===== src/design/ctrlPkg.sv =====
package ctrlPkg;

	// instruction fields
	localparam int opcodeWidth = 6;
	localparam int functWidth = 6;
	localparam int shamtWidth = 5;

	localparam logic [opcodeWidth-1:0] opRType = 6'h00;
	localparam logic [opcodeWidth-1:0] opBeq = 6'h04;
	localparam logic [opcodeWidth-1:0] opBne = 6'h05;
	localparam logic [opcodeWidth-1:0] opLw = 6'h23;
	localparam logic [opcodeWidth-1:0] opSw = 6'h2b;
	localparam logic [opcodeWidth-1:0] opLui = 6'h0f;
	localparam logic [opcodeWidth-1:0] opJ = 6'h02;
	localparam logic [opcodeWidth-1:0] opJal = 6'h03;
	localparam logic [opcodeWidth-1:0] opAddi = 6'h08;
	localparam logic [opcodeWidth-1:0] opAddiu = 6'h09;
	localparam logic [opcodeWidth-1:0] opAndi = 6'h0c;

	localparam logic [functWidth-1:0] fnAdd = 6'h20;
	localparam logic [functWidth-1:0] fnAnd = 6'h24;
	localparam logic [functWidth-1:0] fnSub = 6'h22;
	localparam logic [functWidth-1:0] fnXor = 6'h26;
	localparam logic [functWidth-1:0] fnBreak = 6'h0d;
	localparam logic [functWidth-1:0] fnSll = 6'h00;
	localparam logic [functWidth-1:0] fnSllv = 6'h04;
	localparam logic [functWidth-1:0] fnSra = 6'h03;
	localparam logic [functWidth-1:0] fnSrav = 6'h07;
	localparam logic [functWidth-1:0] fnSrl = 6'h02;
	localparam logic [functWidth-1:0] fnJr = 6'h08;
	localparam logic [functWidth-1:0] fnSlt = 6'h2a;

	// instruction classes
	localparam int classWidth = 4;
	localparam logic [classWidth-1:0] clsNop = 4'd0;
	localparam logic [classWidth-1:0] clsAluReg = 4'd1;
	localparam logic [classWidth-1:0] clsBreak = 4'd2;
	localparam logic [classWidth-1:0] clsBranchEq = 4'd3;
	localparam logic [classWidth-1:0] clsBranchNe = 4'd4;
	localparam logic [classWidth-1:0] clsLoad = 4'd5;
	localparam logic [classWidth-1:0] clsStore = 4'd6;
	localparam logic [classWidth-1:0] clsLui = 4'd7;
	localparam logic [classWidth-1:0] clsJump = 4'd8;
	localparam logic [classWidth-1:0] clsJumpReg = 4'd9;
	localparam logic [classWidth-1:0] clsJal = 4'd10;
	localparam logic [classWidth-1:0] clsAluImm = 4'd11;
	localparam logic [classWidth-1:0] clsShift = 4'd12;
	localparam logic [classWidth-1:0] clsSlt = 4'd13;

	// shift kind, or alu kind for clsAluReg and clsAluImm
	localparam int shiftKindWidth = 3;
	localparam logic [shiftKindWidth-1:0] skSll = 3'd0;
	localparam logic [shiftKindWidth-1:0] skSllv = 3'd1;
	localparam logic [shiftKindWidth-1:0] skSra = 3'd2;
	localparam logic [shiftKindWidth-1:0] skSrav = 3'd3;
	localparam logic [shiftKindWidth-1:0] skSrl = 3'd4;
	localparam logic [shiftKindWidth-1:0] akAdd = 3'd0;
	localparam logic [shiftKindWidth-1:0] akAnd = 3'd1;
	localparam logic [shiftKindWidth-1:0] akSub = 3'd2;
	localparam logic [shiftKindWidth-1:0] akXor = 3'd3;

	localparam int stepWidth = 4;
	localparam logic [stepWidth-1:0] stReset = 4'd0;
	localparam logic [stepWidth-1:0] stFetch = 4'd1;
	localparam logic [stepWidth-1:0] stFetchWait = 4'd2;
	localparam logic [stepWidth-1:0] stIrWrite = 4'd3;
	localparam logic [stepWidth-1:0] stDecode = 4'd4;
	localparam logic [stepWidth-1:0] stExec0 = 4'd5;
	localparam logic [stepWidth-1:0] stExec1 = 4'd6;
	localparam logic [stepWidth-1:0] stExec2 = 4'd7;
	localparam logic [stepWidth-1:0] stExec3 = 4'd8;
	localparam logic [stepWidth-1:0] stExec4 = 4'd9;

	// cycles spent after decode
	localparam logic [stepWidth-1:0] execLenNop = 4'd1;
	localparam logic [stepWidth-1:0] execLenAlu = 4'd2;
	localparam logic [stepWidth-1:0] execLenBranch = 4'd1;
	localparam logic [stepWidth-1:0] execLenLoad = 4'd5;
	localparam logic [stepWidth-1:0] execLenStore = 4'd3;
	localparam logic [stepWidth-1:0] execLenLui = 4'd1;
	localparam logic [stepWidth-1:0] execLenJump = 4'd1;
	localparam logic [stepWidth-1:0] execLenJal = 4'd2;
	localparam logic [stepWidth-1:0] execLenAluImm = 4'd2;
	localparam logic [stepWidth-1:0] execLenShift = 4'd2;
	localparam logic [stepWidth-1:0] execLenSlt = 4'd2;

	localparam int aluControlWidth = 3;
	localparam logic [aluControlWidth-1:0] aluPass = 3'b000;
	localparam logic [aluControlWidth-1:0] aluAdd = 3'b001;
	localparam logic [aluControlWidth-1:0] aluSub = 3'b010;
	localparam logic [aluControlWidth-1:0] aluAnd = 3'b011;
	localparam logic [aluControlWidth-1:0] aluXor = 3'b110;
	localparam logic [aluControlWidth-1:0] aluSlt = 3'b111;

	localparam int memToRegWidth = 3;
	localparam logic [memToRegWidth-1:0] mtrAluOut = 3'b000;
	localparam logic [memToRegWidth-1:0] mtrMdr = 3'b001;
	localparam logic [memToRegWidth-1:0] mtrImm = 3'b010;
	localparam logic [memToRegWidth-1:0] mtrZero = 3'b011;
	localparam logic [memToRegWidth-1:0] mtrOne = 3'b100;
	localparam logic [memToRegWidth-1:0] mtrShifter = 3'b101;
	localparam logic [memToRegWidth-1:0] mtrPc = 3'b110;

	localparam int origPCWidth = 3;
	localparam logic [origPCWidth-1:0] pcSeq = 3'b000;
	localparam logic [origPCWidth-1:0] pcBranch = 3'b001;
	localparam logic [origPCWidth-1:0] pcJump = 3'b010;
	localparam logic [origPCWidth-1:0] pcReg = 3'b011;

	localparam int regDstWidth = 2;
	localparam logic [regDstWidth-1:0] rdRt = 2'b00;
	localparam logic [regDstWidth-1:0] rdRd = 2'b01;
	localparam logic [regDstWidth-1:0] rdRa = 2'b10;

	localparam int shiftControlWidth = 3;
	localparam logic [shiftControlWidth-1:0] shNone = 3'b000;
	localparam logic [shiftControlWidth-1:0] shLoad = 3'b001;
	localparam logic [shiftControlWidth-1:0] shLeft = 3'b010;
	localparam logic [shiftControlWidth-1:0] shRightLogic = 3'b011;
	localparam logic [shiftControlWidth-1:0] shRightArith = 3'b100;

	localparam int aluSrcBWidth = 2;
	localparam logic [aluSrcBWidth-1:0] srcBReg = 2'b00;
	localparam logic [aluSrcBWidth-1:0] srcBFour = 2'b01;
	localparam logic [aluSrcBWidth-1:0] srcBImm = 2'b10;
	localparam logic [aluSrcBWidth-1:0] srcBImmShift = 2'b11; // branch offset

	localparam int iorDWidth = 2;
	localparam logic [iorDWidth-1:0] iodPc = 2'b00;
	localparam logic [iorDWidth-1:0] iodAluOut = 2'b01;

endpackage


===== src/design/instrDecoder.sv =====
`timescale 1ns/10ps

module instrDecoder
(
	input logic [ctrlPkg::opcodeWidth-1:0] opcode,
	input logic [ctrlPkg::functWidth-1:0] funct,
	input logic [ctrlPkg::shamtWidth-1:0] shamt,
	output logic [ctrlPkg::classWidth-1:0] opClass,
	output logic [ctrlPkg::shiftKindWidth-1:0] opKind
);

	always_comb
	begin
		opClass = ctrlPkg::clsNop; // unknown codes behave as nop
		opKind = ctrlPkg::akAdd;
		case (opcode)
			ctrlPkg::opRType:
			begin
				case (funct)
					ctrlPkg::fnAdd: opClass = ctrlPkg::clsAluReg;
					ctrlPkg::fnAnd:
					begin
						opClass = ctrlPkg::clsAluReg;
						opKind = ctrlPkg::akAnd;
					end
					ctrlPkg::fnSub:
					begin
						opClass = ctrlPkg::clsAluReg;
						opKind = ctrlPkg::akSub;
					end
					ctrlPkg::fnXor:
					begin
						opClass = ctrlPkg::clsAluReg;
						opKind = ctrlPkg::akXor;
					end
					ctrlPkg::fnBreak: opClass = ctrlPkg::clsBreak;
					ctrlPkg::fnSll:
					begin
						// sll $0,$0,0 is the canonical nop
						if (shamt != '0)
							opClass = ctrlPkg::clsShift;
						opKind = ctrlPkg::skSll;
					end
					ctrlPkg::fnSllv:
					begin
						opClass = ctrlPkg::clsShift;
						opKind = ctrlPkg::skSllv;
					end
					ctrlPkg::fnSra:
					begin
						opClass = ctrlPkg::clsShift;
						opKind = ctrlPkg::skSra;
					end
					ctrlPkg::fnSrav:
					begin
						opClass = ctrlPkg::clsShift;
						opKind = ctrlPkg::skSrav;
					end
					ctrlPkg::fnSrl:
					begin
						opClass = ctrlPkg::clsShift;
						opKind = ctrlPkg::skSrl;
					end
					ctrlPkg::fnJr: opClass = ctrlPkg::clsJumpReg;
					ctrlPkg::fnSlt: opClass = ctrlPkg::clsSlt;
					default: opClass = ctrlPkg::clsNop;
				endcase
			end
			ctrlPkg::opBeq: opClass = ctrlPkg::clsBranchEq;
			ctrlPkg::opBne: opClass = ctrlPkg::clsBranchNe;
			ctrlPkg::opLw: opClass = ctrlPkg::clsLoad;
			ctrlPkg::opSw: opClass = ctrlPkg::clsStore;
			ctrlPkg::opLui: opClass = ctrlPkg::clsLui;
			ctrlPkg::opJ: opClass = ctrlPkg::clsJump;
			ctrlPkg::opJal: opClass = ctrlPkg::clsJal;
			ctrlPkg::opAddi, ctrlPkg::opAddiu: opClass = ctrlPkg::clsAluImm; // no overflow trap
			ctrlPkg::opAndi:
			begin
				opClass = ctrlPkg::clsAluImm;
				opKind = ctrlPkg::akAnd;
			end
			default: opClass = ctrlPkg::clsNop;
		endcase
	end

endmodule


===== src/design/stepSequencer.sv =====
`timescale 1ns/10ps

module stepSequencer
(
	input logic clk,
	input logic reset,
	input logic [ctrlPkg::classWidth-1:0] opClass,
	output logic [ctrlPkg::stepWidth-1:0] step
);

	logic [ctrlPkg::stepWidth-1:0] execLen;
	logic [ctrlPkg::stepWidth-1:0] lastStep;
	logic [ctrlPkg::stepWidth-1:0] nextStep;

	always_comb
	begin
		case (opClass)
			ctrlPkg::clsAluReg: execLen = ctrlPkg::execLenAlu;
			ctrlPkg::clsBranchEq, ctrlPkg::clsBranchNe: execLen = ctrlPkg::execLenBranch;
			ctrlPkg::clsLoad: execLen = ctrlPkg::execLenLoad;
			ctrlPkg::clsStore: execLen = ctrlPkg::execLenStore;
			ctrlPkg::clsLui: execLen = ctrlPkg::execLenLui;
			ctrlPkg::clsJump, ctrlPkg::clsJumpReg: execLen = ctrlPkg::execLenJump;
			ctrlPkg::clsJal: execLen = ctrlPkg::execLenJal;
			ctrlPkg::clsAluImm: execLen = ctrlPkg::execLenAluImm;
			ctrlPkg::clsShift: execLen = ctrlPkg::execLenShift;
			ctrlPkg::clsSlt: execLen = ctrlPkg::execLenSlt;
			default: execLen = ctrlPkg::execLenNop; // nop, break and unknown
		endcase
	end

	assign lastStep = ctrlPkg::stExec0 + execLen - ctrlPkg::stepWidth'(1);

	always_comb
	begin
		case (step)
			ctrlPkg::stReset: nextStep = ctrlPkg::stFetch;
			ctrlPkg::stFetch: nextStep = ctrlPkg::stFetchWait;
			ctrlPkg::stFetchWait: nextStep = ctrlPkg::stIrWrite;
			ctrlPkg::stIrWrite: nextStep = ctrlPkg::stDecode;
			ctrlPkg::stDecode: nextStep = ctrlPkg::stExec0;
			default:
			begin
				if (opClass == ctrlPkg::clsBreak)
					nextStep = step; // halt until reset
				else if (step >= lastStep)
					nextStep = ctrlPkg::stFetch;
				else
					nextStep = step + ctrlPkg::stepWidth'(1);
			end
		endcase
	end

	always_ff @(posedge clk or posedge reset)
	begin
		if (reset)
			step <= ctrlPkg::stReset;
		else
			step <= nextStep;
	end

endmodule


===== src/design/controlEncoder.sv =====
`timescale 1ns/10ps

module controlEncoder
(
	input logic [ctrlPkg::classWidth-1:0] opClass,
	input logic [ctrlPkg::shiftKindWidth-1:0] opKind,
	input logic [ctrlPkg::stepWidth-1:0] step,
	input logic menor,
	output logic memWriteOrRead,
	output logic mdrControl,
	output logic pcControl,
	output logic pcCond,
	output logic [ctrlPkg::origPCWidth-1:0] origPC,
	output logic bneORbeq,
	output logic irWrite,
	output logic writeA,
	output logic writeB,
	output logic regWrite,
	output logic aluSrcA,
	output logic [ctrlPkg::aluSrcBWidth-1:0] aluSrcB,
	output logic [ctrlPkg::aluControlWidth-1:0] aluControl,
	output logic regAluControl,
	output logic [ctrlPkg::regDstWidth-1:0] regDst,
	output logic [ctrlPkg::memToRegWidth-1:0] memToReg,
	output logic [ctrlPkg::shiftControlWidth-1:0] shiftControl,
	output logic [ctrlPkg::iorDWidth-1:0] IorD,
	output logic shamtOrRs
);

	logic [ctrlPkg::aluControlWidth-1:0] kindAluOp;

	always_comb
	begin
		case (opKind)
			ctrlPkg::akAnd: kindAluOp = ctrlPkg::aluAnd;
			ctrlPkg::akSub: kindAluOp = ctrlPkg::aluSub;
			ctrlPkg::akXor: kindAluOp = ctrlPkg::aluXor;
			default: kindAluOp = ctrlPkg::aluAdd;
		endcase
	end

	always_comb
	begin
		memWriteOrRead = 1'b0;
		mdrControl = 1'b0;
		pcControl = 1'b0;
		pcCond = 1'b0;
		origPC = ctrlPkg::pcSeq;
		bneORbeq = 1'b0;
		irWrite = 1'b0;
		writeA = 1'b0;
		writeB = 1'b0;
		regWrite = 1'b0;
		aluSrcA = 1'b0;
		aluSrcB = ctrlPkg::srcBReg;
		aluControl = ctrlPkg::aluPass;
		regAluControl = 1'b0;
		regDst = ctrlPkg::rdRt;
		memToReg = ctrlPkg::mtrMdr;
		shiftControl = ctrlPkg::shNone;
		IorD = ctrlPkg::iodPc;
		shamtOrRs = 1'b0;

		case (step)
			ctrlPkg::stReset:
			begin
				irWrite = 1'b1;
				writeA = 1'b1;
				writeB = 1'b1;
				aluSrcA = 1'b1;
				aluSrcB = ctrlPkg::srcBImm;
				IorD = ctrlPkg::iodAluOut;
			end
			ctrlPkg::stFetch, ctrlPkg::stFetchWait, ctrlPkg::stIrWrite:
			begin
				irWrite = 1'b1;
				writeA = 1'b1;
				writeB = 1'b1;
				aluSrcB = ctrlPkg::srcBFour; // pc + 4
				aluControl = ctrlPkg::aluAdd;
				pcControl = (step == ctrlPkg::stIrWrite);
			end
			ctrlPkg::stDecode:
			begin
				writeA = 1'b1;
				writeB = 1'b1;
				aluSrcB = ctrlPkg::srcBImmShift; // precompute branch target
				aluControl = ctrlPkg::aluAdd;
				regAluControl = 1'b1;
				IorD = ctrlPkg::iodAluOut;
			end
			default:
			begin
				if (opClass != ctrlPkg::clsNop && opClass != ctrlPkg::clsBreak)
					IorD = ctrlPkg::iodAluOut;
				case (opClass)
					ctrlPkg::clsAluReg:
					begin
						aluSrcA = 1'b1;
						if (step == ctrlPkg::stExec0)
						begin
							aluControl = kindAluOp;
							regAluControl = 1'b1;
						end
						else
						begin
							aluSrcB = ctrlPkg::srcBImm;
							writeA = 1'b1;
							writeB = 1'b1;
							regDst = ctrlPkg::rdRd;
							regWrite = 1'b1;
							memToReg = ctrlPkg::mtrAluOut;
						end
					end
					ctrlPkg::clsBranchEq, ctrlPkg::clsBranchNe:
					begin
						pcCond = 1'b1;
						origPC = ctrlPkg::pcBranch;
						aluControl = ctrlPkg::aluSub; // zero flag compares rs and rt
						aluSrcA = 1'b1;
						bneORbeq = (opClass == ctrlPkg::clsBranchEq);
					end
					ctrlPkg::clsLoad, ctrlPkg::clsStore:
					begin
						aluControl = ctrlPkg::aluAdd; // base + offset
						aluSrcA = 1'b1;
						aluSrcB = ctrlPkg::srcBImm;
						writeA = 1'b1;
						regAluControl = (step == ctrlPkg::stExec0);
						if (opClass == ctrlPkg::clsLoad)
						begin
							mdrControl = (step == ctrlPkg::stExec3);
							regWrite = (step == ctrlPkg::stExec4);
						end
						else if (step == ctrlPkg::stExec1 || step == ctrlPkg::stExec2)
						begin
							memWriteOrRead = 1'b1;
							writeB = 1'b1;
						end
					end
					ctrlPkg::clsLui:
					begin
						memToReg = ctrlPkg::mtrImm;
						aluControl = ctrlPkg::aluAdd;
						writeA = 1'b1;
						writeB = 1'b1;
						regWrite = 1'b1;
					end
					ctrlPkg::clsJump, ctrlPkg::clsJumpReg:
					begin
						memToReg = ctrlPkg::mtrImm;
						aluControl = ctrlPkg::aluAdd;
						pcControl = 1'b1;
						writeA = (opClass == ctrlPkg::clsJumpReg);
						origPC = (opClass == ctrlPkg::clsJumpReg) ? ctrlPkg::pcReg : ctrlPkg::pcJump;
					end
					ctrlPkg::clsJal:
					begin
						origPC = ctrlPkg::pcJump;
						if (step == ctrlPkg::stExec0)
						begin
							memToReg = ctrlPkg::mtrPc; // link into ra
							regDst = ctrlPkg::rdRa;
							regWrite = 1'b1;
						end
						else
						begin
							memToReg = ctrlPkg::mtrImm;
							aluControl = ctrlPkg::aluAdd;
							pcControl = 1'b1;
						end
					end
					ctrlPkg::clsAluImm:
					begin
						aluSrcA = 1'b1;
						aluSrcB = ctrlPkg::srcBImm;
						if (step == ctrlPkg::stExec0)
						begin
							aluControl = kindAluOp;
							regAluControl = 1'b1;
						end
						else
						begin
							writeA = 1'b1;
							regWrite = 1'b1;
							memToReg = ctrlPkg::mtrAluOut;
						end
					end
					ctrlPkg::clsShift:
					begin
						aluControl = ctrlPkg::aluAdd;
						writeB = 1'b1;
						if (step == ctrlPkg::stExec0)
							shiftControl = ctrlPkg::shLoad;
						else
						begin
							memToReg = ctrlPkg::mtrShifter;
							regWrite = 1'b1;
							shamtOrRs = (opKind == ctrlPkg::skSllv || opKind == ctrlPkg::skSrav);
							case (opKind)
								ctrlPkg::skSll, ctrlPkg::skSllv: shiftControl = ctrlPkg::shLeft;
								ctrlPkg::skSra, ctrlPkg::skSrav: shiftControl = ctrlPkg::shRightArith;
								ctrlPkg::skSrl: shiftControl = ctrlPkg::shRightLogic;
								default: shiftControl = ctrlPkg::shNone;
							endcase
						end
					end
					ctrlPkg::clsSlt:
					begin
						aluControl = ctrlPkg::aluSlt;
						aluSrcA = 1'b1;
						writeA = 1'b1;
						writeB = 1'b1;
						if (step != ctrlPkg::stExec0)
						begin
							memToReg = menor ? ctrlPkg::mtrOne : ctrlPkg::mtrZero;
							regDst = ctrlPkg::rdRd;
							regWrite = 1'b1;
						end
					end
					default:
					begin
						memToReg = ctrlPkg::mtrAluOut; // nop, break, unknown
					end
				endcase
			end
		endcase
	end

endmodule


===== src/design/controlUnit.sv =====
`timescale 1ns/10ps

module controlUnit
(
	input logic clk,
	input logic reset,
	input logic [ctrlPkg::opcodeWidth-1:0] opcode,
	input logic [ctrlPkg::functWidth-1:0] funct,
	input logic [ctrlPkg::shamtWidth-1:0] shamt,
	input logic menor,
	output logic memWriteOrRead,
	output logic mdrControl,
	output logic pcControl,
	output logic pcCond,
	output logic [ctrlPkg::origPCWidth-1:0] origPC,
	output logic bneORbeq,
	output logic irWrite,
	output logic writeA,
	output logic writeB,
	output logic regWrite,
	output logic aluSrcA,
	output logic [ctrlPkg::aluSrcBWidth-1:0] aluSrcB,
	output logic [ctrlPkg::aluControlWidth-1:0] aluControl,
	output logic regAluControl,
	output logic [ctrlPkg::regDstWidth-1:0] regDst,
	output logic [ctrlPkg::memToRegWidth-1:0] memToReg,
	output logic [ctrlPkg::shiftControlWidth-1:0] shiftControl,
	output logic [ctrlPkg::iorDWidth-1:0] IorD,
	output logic shamtOrRs
);

	logic [ctrlPkg::classWidth-1:0] opClass;
	logic [ctrlPkg::shiftKindWidth-1:0] opKind;
	logic [ctrlPkg::stepWidth-1:0] step;

	instrDecoder i_decoder
	(
		.opcode(opcode),
		.funct(funct),
		.shamt(shamt),
		.opClass(opClass),
		.opKind(opKind)
	);

	stepSequencer i_sequencer
	(
		.clk(clk),
		.reset(reset),
		.opClass(opClass),
		.step(step)
	);

	controlEncoder i_encoder
	(
		.opClass(opClass),
		.opKind(opKind),
		.step(step),
		.menor(menor),
		.memWriteOrRead(memWriteOrRead),
		.mdrControl(mdrControl),
		.pcControl(pcControl),
		.pcCond(pcCond),
		.origPC(origPC),
		.bneORbeq(bneORbeq),
		.irWrite(irWrite),
		.writeA(writeA),
		.writeB(writeB),
		.regWrite(regWrite),
		.aluSrcA(aluSrcA),
		.aluSrcB(aluSrcB),
		.aluControl(aluControl),
		.regAluControl(regAluControl),
		.regDst(regDst),
		.memToReg(memToReg),
		.shiftControl(shiftControl),
		.IorD(IorD),
		.shamtOrRs(shamtOrRs)
	);

endmodule


===== config.mk =====
export PLATFORM = sky130hd
export DESIGN_NAME = controlUnit
export DESIGN_NICKNAME = d
export VERILOG_FILES = /design/src/design/ctrlPkg.sv /design/src/design/instrDecoder.sv /design/src/design/stepSequencer.sv /design/src/design/controlEncoder.sv /design/src/design/controlUnit.sv
export SDC_FILE = /design/constraint.sdc
export NUM_CORES = 1
export LEC_CHECK = 0
export ABC_AREA = 1
export BUFFER_PORTS_ARGS = -buffer_cell sky130_fd_sc_hd__buf_4
export CAP_MARGIN = 5
export CORE_ASPECT_RATIO = 0.6
export CORE_MARGIN = 2
export CORE_UTILIZATION = 36
export DETAILED_ROUTE_END_ITERATION = 10
export GPL_TIMING_DRIVEN = 0
export HOLD_SLACK_MARGIN = 0.03
export PLACE_DENSITY_LB_ADDON = 0.3
export SKIP_CTS_REPAIR_TIMING = 1
export SYNTH_ARGS = -nofsm -noshare
export SYNTH_HDL_FRONTEND = slang
export SYNTH_SLANG_ARGS = --single-unit

===== constraint.sdc =====
create_clock -name clk -period 2.45 [get_ports clk]
set_input_delay 0.1225 -clock clk [delete_from_list [all_inputs] [get_ports clk]]
set_output_delay 0.1225 -clock clk [all_outputs]
set_load 0.01 [all_outputs]

; Word level (Yosys, flattened, before mapping)
; Memories as Yosys holds them, arrays and structs flattened.
; Index checks and enable logic that the tools add are counted.
[classes]
n_addsub = 3
order_cmp = 1
n_eq_ne = 50
mux = 68
reduce_logical = 34
[op_table]
columns = cell, count
row1 = 6-bit == test (second input constant), 7
row2 = 6-bit by 4-bit == test with 1-bit output (second input constant), 6
row3 = 4-bit case mux with 9 select lines, 1
row4 = 4-bit by 3-bit == test with 1-bit output (second input constant), 8
row5 = 4-bit == test (second input constant), 8
row6 = 3-bit 2-to-1 mux, 10
row7 = 1-bit 2-to-1 mux, 29
row8 = 3-bit case mux with 3 select lines, 3
row9 = 6-bit by 2-bit == test with 1-bit output (second input constant), 4
row10 = 6-bit by 3-bit == test with 1-bit output (second input constant), 4
row11 = 4-bit case mux with 6 select lines, 1
row12 = 4-bit OR reduction, 6
row13 = 4-bit case mux with 5 select lines, 1
row14 = 2-bit OR reduction, 10
row15 = 3-bit case mux with 6 select lines, 1
row16 = 3-bit OR reduction, 6
row17 = 4-bit by 2-bit == test with 1-bit output (second input constant), 4
row18 = 3-bit case mux with 5 select lines, 1
row19 = 6-bit logical NOT, 2
row20 = 4-bit 2-to-1 mux, 3
row21 = 2-bit case mux with 3 select lines, 2
row22 = 3-bit case mux with 2 select lines, 2
row23 = 3-bit case mux with 4 select lines, 1
row24 = 1-bit case mux with 2 select lines, 5
row25 = other kinds (24), 31
[word_totals]
reg_bits = 4
romBits = 48
in_bits = 20
output_inout_bits = 30
elab_cells = 158
memories = 1
[memory_table]
columns = memory, depth, width, read_ports, rd_clocked_by_memory_dff, write_ports, line
row1 = (no name shown), 16, 3, 1, 0, 0, stepSequencer.sv:17  ; case (opClass)

; Depth between registers and ports, before layout
; Gate-level depths: netlist of run 1.
; An unclocked memory read counts as a cell.
[logic_depth]
depth_word = 11
depth_mapped = 19
depth_no_buf = 19

; Modules after synthesis
; Synthesis of run 1 repeated with hierarchy kept, for this count alone.
[hier_totals]
hier_cells = 311
area_unflattened_um2 = 1544.0
[by_module_without_submodules]
columns = module, n_inst, cells_each, area_per_inst_um2, seq_area_each_um2
row1 = controlEncoder, 1, 139, 609.3, 0.0
row2 = stepSequencer, 1, 90, 555.5, 100.1
row3 = instrDecoder, 1, 82, 379.1, 0.0

; Least setup slack after synthesis of run 1
; Ideal clock, no wire load.
[synth_path]
kind = in2reg
start = input port opcode[0] in the netlist's numbering
end = register i_sequencer.step[0] in the netlist's numbering
setup_time_ns = 0.129
t_arrival_ns = 2.035
required_time_ns = 2.321
path_slack_ns = 0.286
stages = 17
n_path_buf = 0
path_cell_list = nand2_1 > nor2_2 > nand2_4 > inv_4 > nor2_4 > nand3_2 > a21oi_4 > nand3_4 > nand4_1 > nor2_1 > ha_1 > a21oi_1 > o211ai_1 > o21ai_0 > o211ai_1 > nand2_1 > o21ai_0
[synth_via]
elab_chain_len = 10
elab_cells_between_ends = 22
cone_classes = add/sub: 2 / order compare: 1 / eq/ne: 12 / mux: 4 / reduce/logical: 2 / memory: 1
[synth_lines]
columns = item, line
row1 = from (decl), controlUnit.sv:7  ; input logic [ctrlPkg::opcodeWidth-1:0] opcode,
row2 = 6-bit by 4-bit == test with 1-bit output, instrDecoder.sv:16  ; case (opcode)
row3 = 3-bit OR reduction (no line), n/a
row4 = 4-bit case mux with 9 select lines (*), instrDecoder.sv:16
row5 = memory 16 x 3 bit, n/a
row6 = 3-bit by 4-bit adder with 4-bit output, stepSequencer.sv:32  ; assign lastStep = ctrlPkg::stExec0 + execLen - ctrlPkg::stepWidth'(1);
row7 = 4-bit by 1-bit subtractor with 4-bit output, stepSequencer.sv:32
row8 = 4-bit greater-or-equal comparator, stepSequencer.sv:46  ; else if (step >= lastStep)
row9 = 4-bit 2-to-1 mux, stepSequencer.sv:46
row10 = 4-bit 2-to-1 mux, stepSequencer.sv:44  ; if (opClass == ctrlPkg::clsBreak)
row11 = 4-bit case mux with 5 select lines, stepSequencer.sv:36  ; case (step)
row12 = to (signal assigned), stepSequencer.sv:57  ; step <= ctrlPkg::stReset;
row13 = to (signal assigned), stepSequencer.sv:59  ; step <= nextStep;
row14 = to (decl), stepSequencer.sv:8  ; output logic [ctrlPkg::stepWidth-1:0] step
; Every way passes the cells marked *; elsewhere a longest branch is shown, timed or not. The select of a mux whose other input is x is not followed.
; A chain may end at the register's enable or synchronous reset.

; Worst setup path after layout of run 1
[layout_path]
start = input port funct[4] in the netlist's numbering
end = register i_sequencer.step[0] in the netlist's numbering
[layout_via]
elab_chain_len = 11
elab_cells_between_ends = 25
cone_classes = add/sub: 2 / order compare: 1 / eq/ne: 13 / mux: 5 / reduce/logical: 3 / memory: 1
[layout_lines]
columns = item, line
row1 = from (decl), controlUnit.sv:8  ; input logic [ctrlPkg::functWidth-1:0] funct,
row2 = 6-bit by 3-bit == test with 1-bit output (tied with other cells), instrDecoder.sv:19  ; case (funct)
row3 = 4-bit OR reduction (no line), n/a
row4 = 4-bit case mux with 6 select lines (*), instrDecoder.sv:19
row5 = 4-bit case mux with 9 select lines (*), instrDecoder.sv:16
row6 = memory 16 x 3 bit, n/a
row7 = 3-bit by 4-bit adder with 4-bit output, stepSequencer.sv:32
row8 = 4-bit by 1-bit subtractor with 4-bit output, stepSequencer.sv:32
row9 = 4-bit greater-or-equal comparator, stepSequencer.sv:46
row10 = 4-bit 2-to-1 mux, stepSequencer.sv:46
row11 = 4-bit 2-to-1 mux, stepSequencer.sv:44
row12 = 4-bit case mux with 5 select lines, stepSequencer.sv:36
; Marks and branches as above.

==> results of run 1 <==
==> power by group <==
part           total, uW  leakage (uW)  internal [uW]  switching [uW]
combinational       1430       0.00112            560             870
sequential           149     0.0000489            102            46.9
clock                143     0.0000216            105            37.7
==> per-stage QoR <==
step / hold slack, ns / total power (uW) / std cells / worst slack, ns / utilization (%)
2_1_floorplan: -0.111 / 904 / 263 / 0.286 / -
3_3_place_gp: 0.0219 / 1400 / 357 / -0.176 / 49.7
3_5_place_dp: 0.0316 / 1410 / 357 / -0.202 / 49.7
4_1_cts: -0.197 / 1550 / 360 / -0.0373 / 50.8
5_1_grt: 0.395 / 1880 / 374 / -0.0905 / 57.2
6_report: 0.380 / 1720 / 374 / 0.131 / 57.2
==> logic make-up (layout without fill, tap and decap cells) <==
group / Yosys count / count (layout)
AO/OA/AOI/OAI: 37 / 37
flip-flops: 4 / 4
adder cells (fa/ha/maj): 8 / 8
other: 1 / 2
AND/OR/NAND/NOR: 160 / 160
buffers and inverters: 51 / 115
XOR/XNOR: 1 / 1
==> worst paths after layout <==
check / start / to / cells past startpoint
worst max register to register: i_sequencer.step[0]$_DFFE_PP0P_ / i_sequencer.step[2]$_DFFE_PP0P_ / 10
worst max-delay path: funct[4] / i_sequencer.step[0]$_DFFE_PP0P_ / 19
min in group clk: funct[2] / i_sequencer.step[0]$_DFFE_PP0P_ / 5
worst min-delay path: reset / i_sequencer.step[0]$_DFFE_PP0P_ / 3
max in group asynchronous: reset / i_sequencer.step[1]$_DFFE_PP0P_ / 3
worst min register to register: i_sequencer.step[2]$_DFFE_PP0P_ / i_sequencer.step[2]$_DFFE_PP0P_ / 2
==> worst max-delay path: cells and delay by family <==
kind	cells	cell delay (ns)
AND/OR/NAND/NOR	8	0.78
adder cells (fa/ha/maj)	1	0.33
AO/OA/AOI/OAI	7	0.81
buffers and inverters	3	0.39
==> Yosys cell counts <==
library cell / number / area, um^2
xnor2_1: 1 / 8.76
buf_4: 2 / 15.0
conb_1: 1 / 3.75
inv_2: 6 / 22.5
nand2_4: 2 / 22.5
nand4_1: 16 / 100
a21oi_4: 1 / 16.3
nor2_1: 38 / 143
buf_2: 1 / 5.00
or2_1: 1 / 6.26
a21oi_1: 8 / 40.0
inv_1: 41 / 154
nand2_1: 57 / 214
o21ai_0: 15 / 75.1
nand3_2: 8 / 80.1
nand3_4: 1 / 17.5
nor3_4: 1 / 16.3
or2_2: 1 / 6.26
inv_4: 1 / 6.26
nor2_4: 4 / 45.0
o21ai_1: 2 / 10.0
a21o_2: 1 / 8.76
o21bai_1: 1 / 7.51
nor3_1: 7 / 35.0
nand3_1: 18 / 90.1
nand2_2: 3 / 18.8
a21oi_2: 3 / 26.3
a211oi_1: 1 / 7.51
a31oi_1: 2 / 12.5
nor2_2: 3 / 18.8
o211ai_1: 3 / 22.5
dfrtp_1: 4 / 100
ha_1: 8 / 100
==> routing by layer <==
metal	vias up	share of wire, %
li1	992	-
met5	-	0
met4	0	0.68
met1	860	48
met2	117	39
met3	6	11
==> area by class of cell <==
type | instances | area [um^2] | share of cell area, %
tap | 47 | 58.8 | 2.73
clock buffer | 3 | 41.3 | 1.92
multi-input combinational | 208 | 1280 | 59.6
timing repair buffer | 61 | 460 | 21.4
inverter | 48 | 188 | 8.71
buffer | 3 | 20.0 | 0.929
sequential | 4 | 101 | 4.70
==> results.cfg, run 1 <==
[yosys]
syn_area_per_cell_um2 = 5.55
synth_adder_area_share_pct = 6.88
synth_top_family_by_area = simple AND/OR/NAND/NOR gates
synth.area.mux_share_pct = 0
synthCells = 262
ys_types = 33
syn_area_um2 = 1460
synth_compound_area_share_pct = 15.6
yosysWarnings = 0
yosysSeqAreaShare_pct = 6.88
synth_xor_area_share_pct = 0.602
synthSimpleGateAreaFrac_pct = 55.9
synth-seq-cells = 4

[pwr]
power_density_nw_per_um2 = 799
p_leak_uw = 0.00120
ir_drop_mv = 0.932

[finish]
synthToLayoutAreaGrowth_pct = 48.1
fin_area_um2 = 2150
top_regs = i_sequencer.step: 4 flops
largest_reg_flops = 4
fillers = 371
final_common_cell = buf_4
drive_gt1_share_pct = 37.3
regMostFlops = i_sequencer.step
antenna_cells = 0
nets = 357
mostFrequentLayoutCells = buf_4 (62), nand2_1 (53), inv_1 (39), nor2_1 (31), nand4_1 (16)

[global_routing]
grt_use_total_pct = 22.0
grt_max_degree = 11
top_usage_layer = met1
gr-usage-met1_pct = 34.5
grt_use_met2_pct = 30.7
met3_usage_pct = 4.06
antenna_found_initial = 0
grt_pass1_wl_um = 7880
grt-ovfl-total = 0
grt_pass1_vias = 1674

[cts]
htree_levels = 1
cts-root-buf = clkbuf_8
path_clk_slew_ns = 0.03
clock_sinks = 4
cts_tree = done
clock_latency_ns = 0.22
clockBufferDepth = 2
cts_made_buffers = 3

[worst_setup_path]
crit_top_cell = nand2_1
cpMaxStageDelayCell = ha_1
arrival_ns = 2.42
cp-end-kind = register
required_ns = 2.55
crit_type = in -> reg
r2r_slack_ns = 0.44
cp-start-kind = input port
critPathMaxFanout = 4
critPathMaxStageDelay_ns = 0.33
worstPathCellList = buf_4 -> inv_1 -> nand2_1 -> nor2_4 -> o21ai_4 -> nand2_1 -> nor2_1 -> a21oi_2 -> nand2_2 -> nand4_1 -> nor2_1 -> ha_1 -> a21oi_2 -> o211ai_1 -> buf_4 -> o21ai_1 -> o211ai_1 -> nand2_1 -> o21ai_1

[placement]
postPlaceCellArea_um2 = 1870
portBuffers = 47
place_congestion = 0.920
dpl.hpwl_um = 3930

[sta]
min_period_ns = 2.32
fmax_mhz = 431
fin_crit_sh_pct = 94.7
setup_viol = 0
drv_slew = 0
skew_ns = 0.00327
hold_violations = 0
final.setup.tns_ns = 0

[die]
placementRows = 17
core_area_um2 = 3760
die-area_um2 = 4580
ioPinCount = 50
die_h_um = 53.2
initial_core_util_pct = 38.7
die_w_um = 86.1

[flow_run]
max_cap_violations = 0

[routing]
wl_um = 5300
remaining_drc_errors = 0
wl_per_cell_um = 14.2
dr_total_vias = 1975
drt-pass1-iter-count = 5
routed_via_density = 5.28
first_iter_violations = 220
ant_nets = 0

[outcome]
status = finished clean

[min_path]
hp-class = in -> async
No activity file was read; power rests on OpenSTA's default activity.
==> run 2, diff against run 1 <==
PLACE_DENSITY_LB_ADDON = 0.15   (was 0.3)
==> results.cfg, run 2 (synthesis results as in run 1) <==
[outcome]
status = finished clean

[sta]
fin_crit_sh_pct = 94.7
setup_viol = 0
holdWs_ns = 0.347
fmax_mhz = 431
hold_violations = 0
min_period_ns = 2.32
rsz0062_at_grt = yes
skew_ns = 0.00283
drv_slew = 0

[global_routing]
grt_pass1_wl_um = 7890
grt_pass1_vias = 1658
grt-ovfl-total = 0
top_usage_layer = met1
grt_use_total_pct = 22.1
grt_use_met2_pct = 28.2
grt_max_degree = 11
met3_usage_pct = 4.52
gr-usage-met1_pct = 36.0
antenna_found_initial = 0

[pwr]
seqPwrFrac_pct = 9.1
p_comb_share_pct = 82.7
p_leak_uw = 0.00120
switching_share_pct = 55.7
clockPowerShare_pct = 8.2
ir_drop_mv = 0.770
finalPower_uw = 1670
power_density_nw_per_um2 = 753
switching_power_uw = 930
p_int_uw = 738

[flow_run]
max_cap_violations = 0

[die]
die_h_um = 53.2
initial_core_util_pct = 38.7
core_area_um2 = 3760
die-area_um2 = 4580
placementRows = 17
die_w_um = 86.1
ioPinCount = 50

[worst_setup_path]
worstPathCellList = inv_1 -> ha_1 -> nand2_1 -> nand2_2 -> nor2_4 -> nand2_2 -> buf_2 -> nor2_1 -> nand4_1 -> buf_4
cp-start-kind = register
cp-end-kind = output pin
critPathMaxFanout = 10
arrival_ns = 2.20
required_ns = 2.33
critPathMaxStageDelay_ns = 0.42
crit_type = reg -> out
crit_top_cell = nand2_2
cpMaxStageDelayCell = dfrtp_1

[finish]
drive_gt1_share_pct = 40.2
regMostFlops = i_sequencer.step
largest_reg_flops = 4
final_common_cell = buf_4
synthToLayoutAreaGrowth_pct = 52.2
nets = 356
postLayoutCoreUtil_pct = 58.8
antenna_cells = 0
mostFrequentLayoutCells = buf_4 (57), nand2_1 (50), inv_1 (37), nor2_1 (30), nand4_1 (16)
top_regs = i_sequencer.step: 4 flops
stdcell_count = 373

[cts]
cts_made_buffers = 3
clock_latency_ns = 0.22
cts-root-buf = clkbuf_8
cts_tree = done
clock_sinks = 4
clockBufferDepth = 2
path_clk_slew_ns = 0.03
htree_levels = 1

[routing]
wl_um = 5080
dr_total_vias = 1977
wl_per_cell_um = 13.6
routed_via_density = 5.30
remaining_drc_errors = 0
drt-pass1-iter-count = 5
ant_nets = 0
first_iter_violations = 176

[min_path]
hp-class = in -> async

[placement]
place_congestion = 0.889
dp.cells = 357
dpl.hpwl_um = 3950
portBuffers = 47
run 2: changes by cell type in the layout (fill, tap and decap cells not counted), sizes merged:
cell / previous run / this run
buf: 63 / 62
run 2: worst max-delay path, delay by kind of cell (launching register included):
kind          cells  cell delay, ns
fa+ha+maj         1            0.21
simple gates      6            0.83
flops             1            0.42
buf+inv           3            0.50
run 2: per-stage QoR:
| stage | TNS [ns] | instance area, um^2 | worst slack (ns) |
|---|---|---|---|
| 2_1_floorplan | 0 | 1460 | 0.286 |
| 3_3_place_gp | -0.666 | 1870 | -0.208 |
| 3_5_place_dp | -0.593 | 1870 | -0.206 |
| 4_1_cts | -0.199 | 1910 | -0.0741 |
| 5_1_grt | -0.143 | 2210 | -0.0784 |
| 6_report | 0 | 2210 | 0.129 |
run 2: routing by layer:
| layer | up-vias | part of all wire [%] |
|---|---|---|
| met5 | - | 0 |
| met4 | 0 | 0.57 |
| met3 | 6 | 11 |
| met1 | 879 | 50 |
| li1 | 987 | - |
| met2 | 105 | 38 |
run 2: final timing paths:
| check | startpoint | to | slack, ns | depth (start not counted) |
|---|---|---|---|---|
| worst min-delay path | reset | i_sequencer.step[3]$_DFFE_PP0P_ | 0.35 | 3 |
| worst min register to register | i_sequencer.step[2]$_DFFE_PP0P_ | i_sequencer.step[2]$_DFFE_PP0P_ | 0.66 | 2 |
| min in group clk | funct[0] | i_sequencer.step[0]$_DFFE_PP0P_ | 0.58 | 5 |
| max in group asynchronous | reset | i_sequencer.step[0]$_DFFE_PP0P_ | 1.94 | 3 |
| worst max register to register | i_sequencer.step[1]$_DFFE_PP0P_ | i_sequencer.step[2]$_DFFE_PP0P_ | 0.46 | 10 |
| worst max-delay path | i_sequencer.step[1]$_DFFE_PP0P_ | writeA | 0.13 | 10 |
run 2: layout make-up:
type / count / area, um^2
Sequential cell: 4 / 101
Timing Repair Buffer: 60 / 475
Tap cell: 47 / 58.8
Multi-Input combinational cell: 208 / 1320
Clock buffer: 3 / 41.3
Buffer: 3 / 20.0
Inverter: 48 / 195
Fill cell: 374 / 1550
run 2: power by group through the flow:
stage / Clock [uW] / Combinational (uW) / Sequential (uW)
3_5_place_dp: 0 / 1260 / 148
5_1_grt: 146 / 1560 / 157
6_report: 136 / 1380 / 152
4_1_cts: 140 / 1270 / 148
3_3_place_gp: 0 / 1270 / 148
2_1_floorplan: 0 / 772 / 132
==> run 3, diff against run 2 <==
clock period = 2.3 ns   (was 2.45 ns; I/O delays follow)
==> results.cfg, run 3 (synthesis results as in run 1) <==
[cts]
path_clk_slew_ns = 0.03
clockBufferDepth = 2
clock_latency_ns = 0.22
htree_levels = 1
cts-root-buf = clkbuf_8
cts_made_buffers = 3
cts_tree = done
clock_sinks = 4

[global_routing]
grt_pass1_wl_um = 7890
grt_pass1_vias = 1658
grt_use_total_pct = 22.1
grt-ovfl-total = 0
grt_max_degree = 11
antenna_found_initial = 0

[finish]
nets = 358
drive_gt1_share_pct = 41.8
antenna_cells = 0
fillers = 363
synthToLayoutAreaGrowth_pct = 55.5
top_regs = i_sequencer.step: 4 flops
largest_reg_flops = 4
stdcell_count = 375
multi_input_area_um2 = 1350
final_common_cell = buf_4
regMostFlops = i_sequencer.step
seq_area_um2 = 101
mostFrequentLayoutCells = buf_4 (59), nand2_1 (48), inv_1 (37), nor2_1 (29), nand4_1 (16)

[sta]
hold_violations = 0
rsz0062_at_grt = yes
fmax_mhz = 425
skew_ns = 0.00358
setup_viol = 3
min_period_ns = 2.35
fin_crit_sh_pct = 102
drv_slew = 0
setup_slack_ns = -0.0512

[placement]
dpl.hpwl_um = 3950
portBuffers = 47
dp.cells = 357
place_congestion = 0.889
dp_slack_ns = -0.349

[routing]
wl_um = 5240
ant_nets = 0
wl_per_cell_um = 14.0
routed_via_density = 5.25
drt-pass1-iter-count = 5
first_iter_violations = 172
remaining_drc_errors = 0
dr_total_vias = 1967

[worst_setup_path]
cp-end-kind = register
crit_type = in -> reg
cp-start-kind = input port
arrival_ns = 2.47
required_ns = 2.42
critPathMaxFanout = 4

[pwr]
ir_drop_mv = 0.883
p_leak_uw = 0.00122
power_density_nw_per_um2 = 826
finalPower_uw = 1870

[die]
core_area_um2 = 3760
die-area_um2 = 4580
initial_core_util_pct = 38.7
ioPinCount = 50
placementRows = 17
die_h_um = 53.2
die_w_um = 86.1

[outcome]
violations = negative setup slack
status = finished with violations

[flow_run]
max_cap_violations = 0

[min_path]
hp-class = in -> async
==> run 3: worst max-delay path, cell delays in order <==
cell and delay, ns:
buf_8 0.11, nand2_2 0.06, inv_2 0.04, nand3_2 0.06, nand2_2 0.07, nor2_4 0.18
nand3_4 0.13, a21oi_4 0.24, nand3_4 0.11, nand4_1 0.14, nor2_1 0.07, ha_1 0.32
a21oi_2 0.05, o211ai_1 0.37, o21ai_1 0.13, o211ai_1 0.10, nand2_1 0.07, o21ai_1 0.09
==> run 3: final timing paths <==
| kind | start | endpoint | slack (ns) | cells after the start |
|---|---|---|---|---|
| min reg2reg | i_sequencer.step[0]$_DFFE_PP0P_ | i_sequencer.step[0]$_DFFE_PP0P_ | 0.67 | 2 |
| max in group asynchronous | reset | i_sequencer.step[0]$_DFFE_PP0P_ | 1.79 | 3 |
| min | reset | i_sequencer.step[2]$_DFFE_PP0P_ | 0.34 | 3 |
| max | funct[0] | i_sequencer.step[0]$_DFFE_PP0P_ | -0.05 | 18 |
| max reg2reg | i_sequencer.step[0]$_DFFE_PP0P_ | i_sequencer.step[2]$_DFFE_PP0P_ | 0.42 | 10 |
| min in group clk | funct[0] | i_sequencer.step[1]$_DFFE_PP0P_ | 0.59 | 5 |
==> run 3: cell type report <==
type                            count  share of cell area [%]
Inverter                           48                    8.62
Clock buffer                        3                    1.82
Tap cell                           47                    2.60
Sequential cell                     4                    4.48
Multi-Input combinational cell    208                    59.5
Buffer                              3                   0.995
Timing Repair Buffer               62                    22.0
==> run 3: layer usage <==
metal	global-route usage, %	wire, um	vias up
met5	0	0	-
met4	4.50	19	0
met3	4.52	470	2
met2	28.2	2030	93
met1	36.0	2710	883
li1	-	-	989
==> run 3: through the flow <==
step	utilization [%]	instance area, um^2	setup TNS, ns	hold slack [ns]
CTS	50.8	1910	-2.12	-0.217
global route	60.1	2260	-0.724	0.344
global placement	49.7	1870	-1.24	0.00887
detailed placement	49.7	1870	-1.16	0.0122
finish	60.1	2260	-0.0738	0.343
floorplan	-	1460	0	-0.119
==> run 3: power breakdown <==
part           leakage (uW)  internal (uW)  switching [uW]
Sequential        0.0000490            109            51.8
Combinational       0.00115            618             946
Clock             0.0000216            111            34.6
Total               0.00122            838            1030
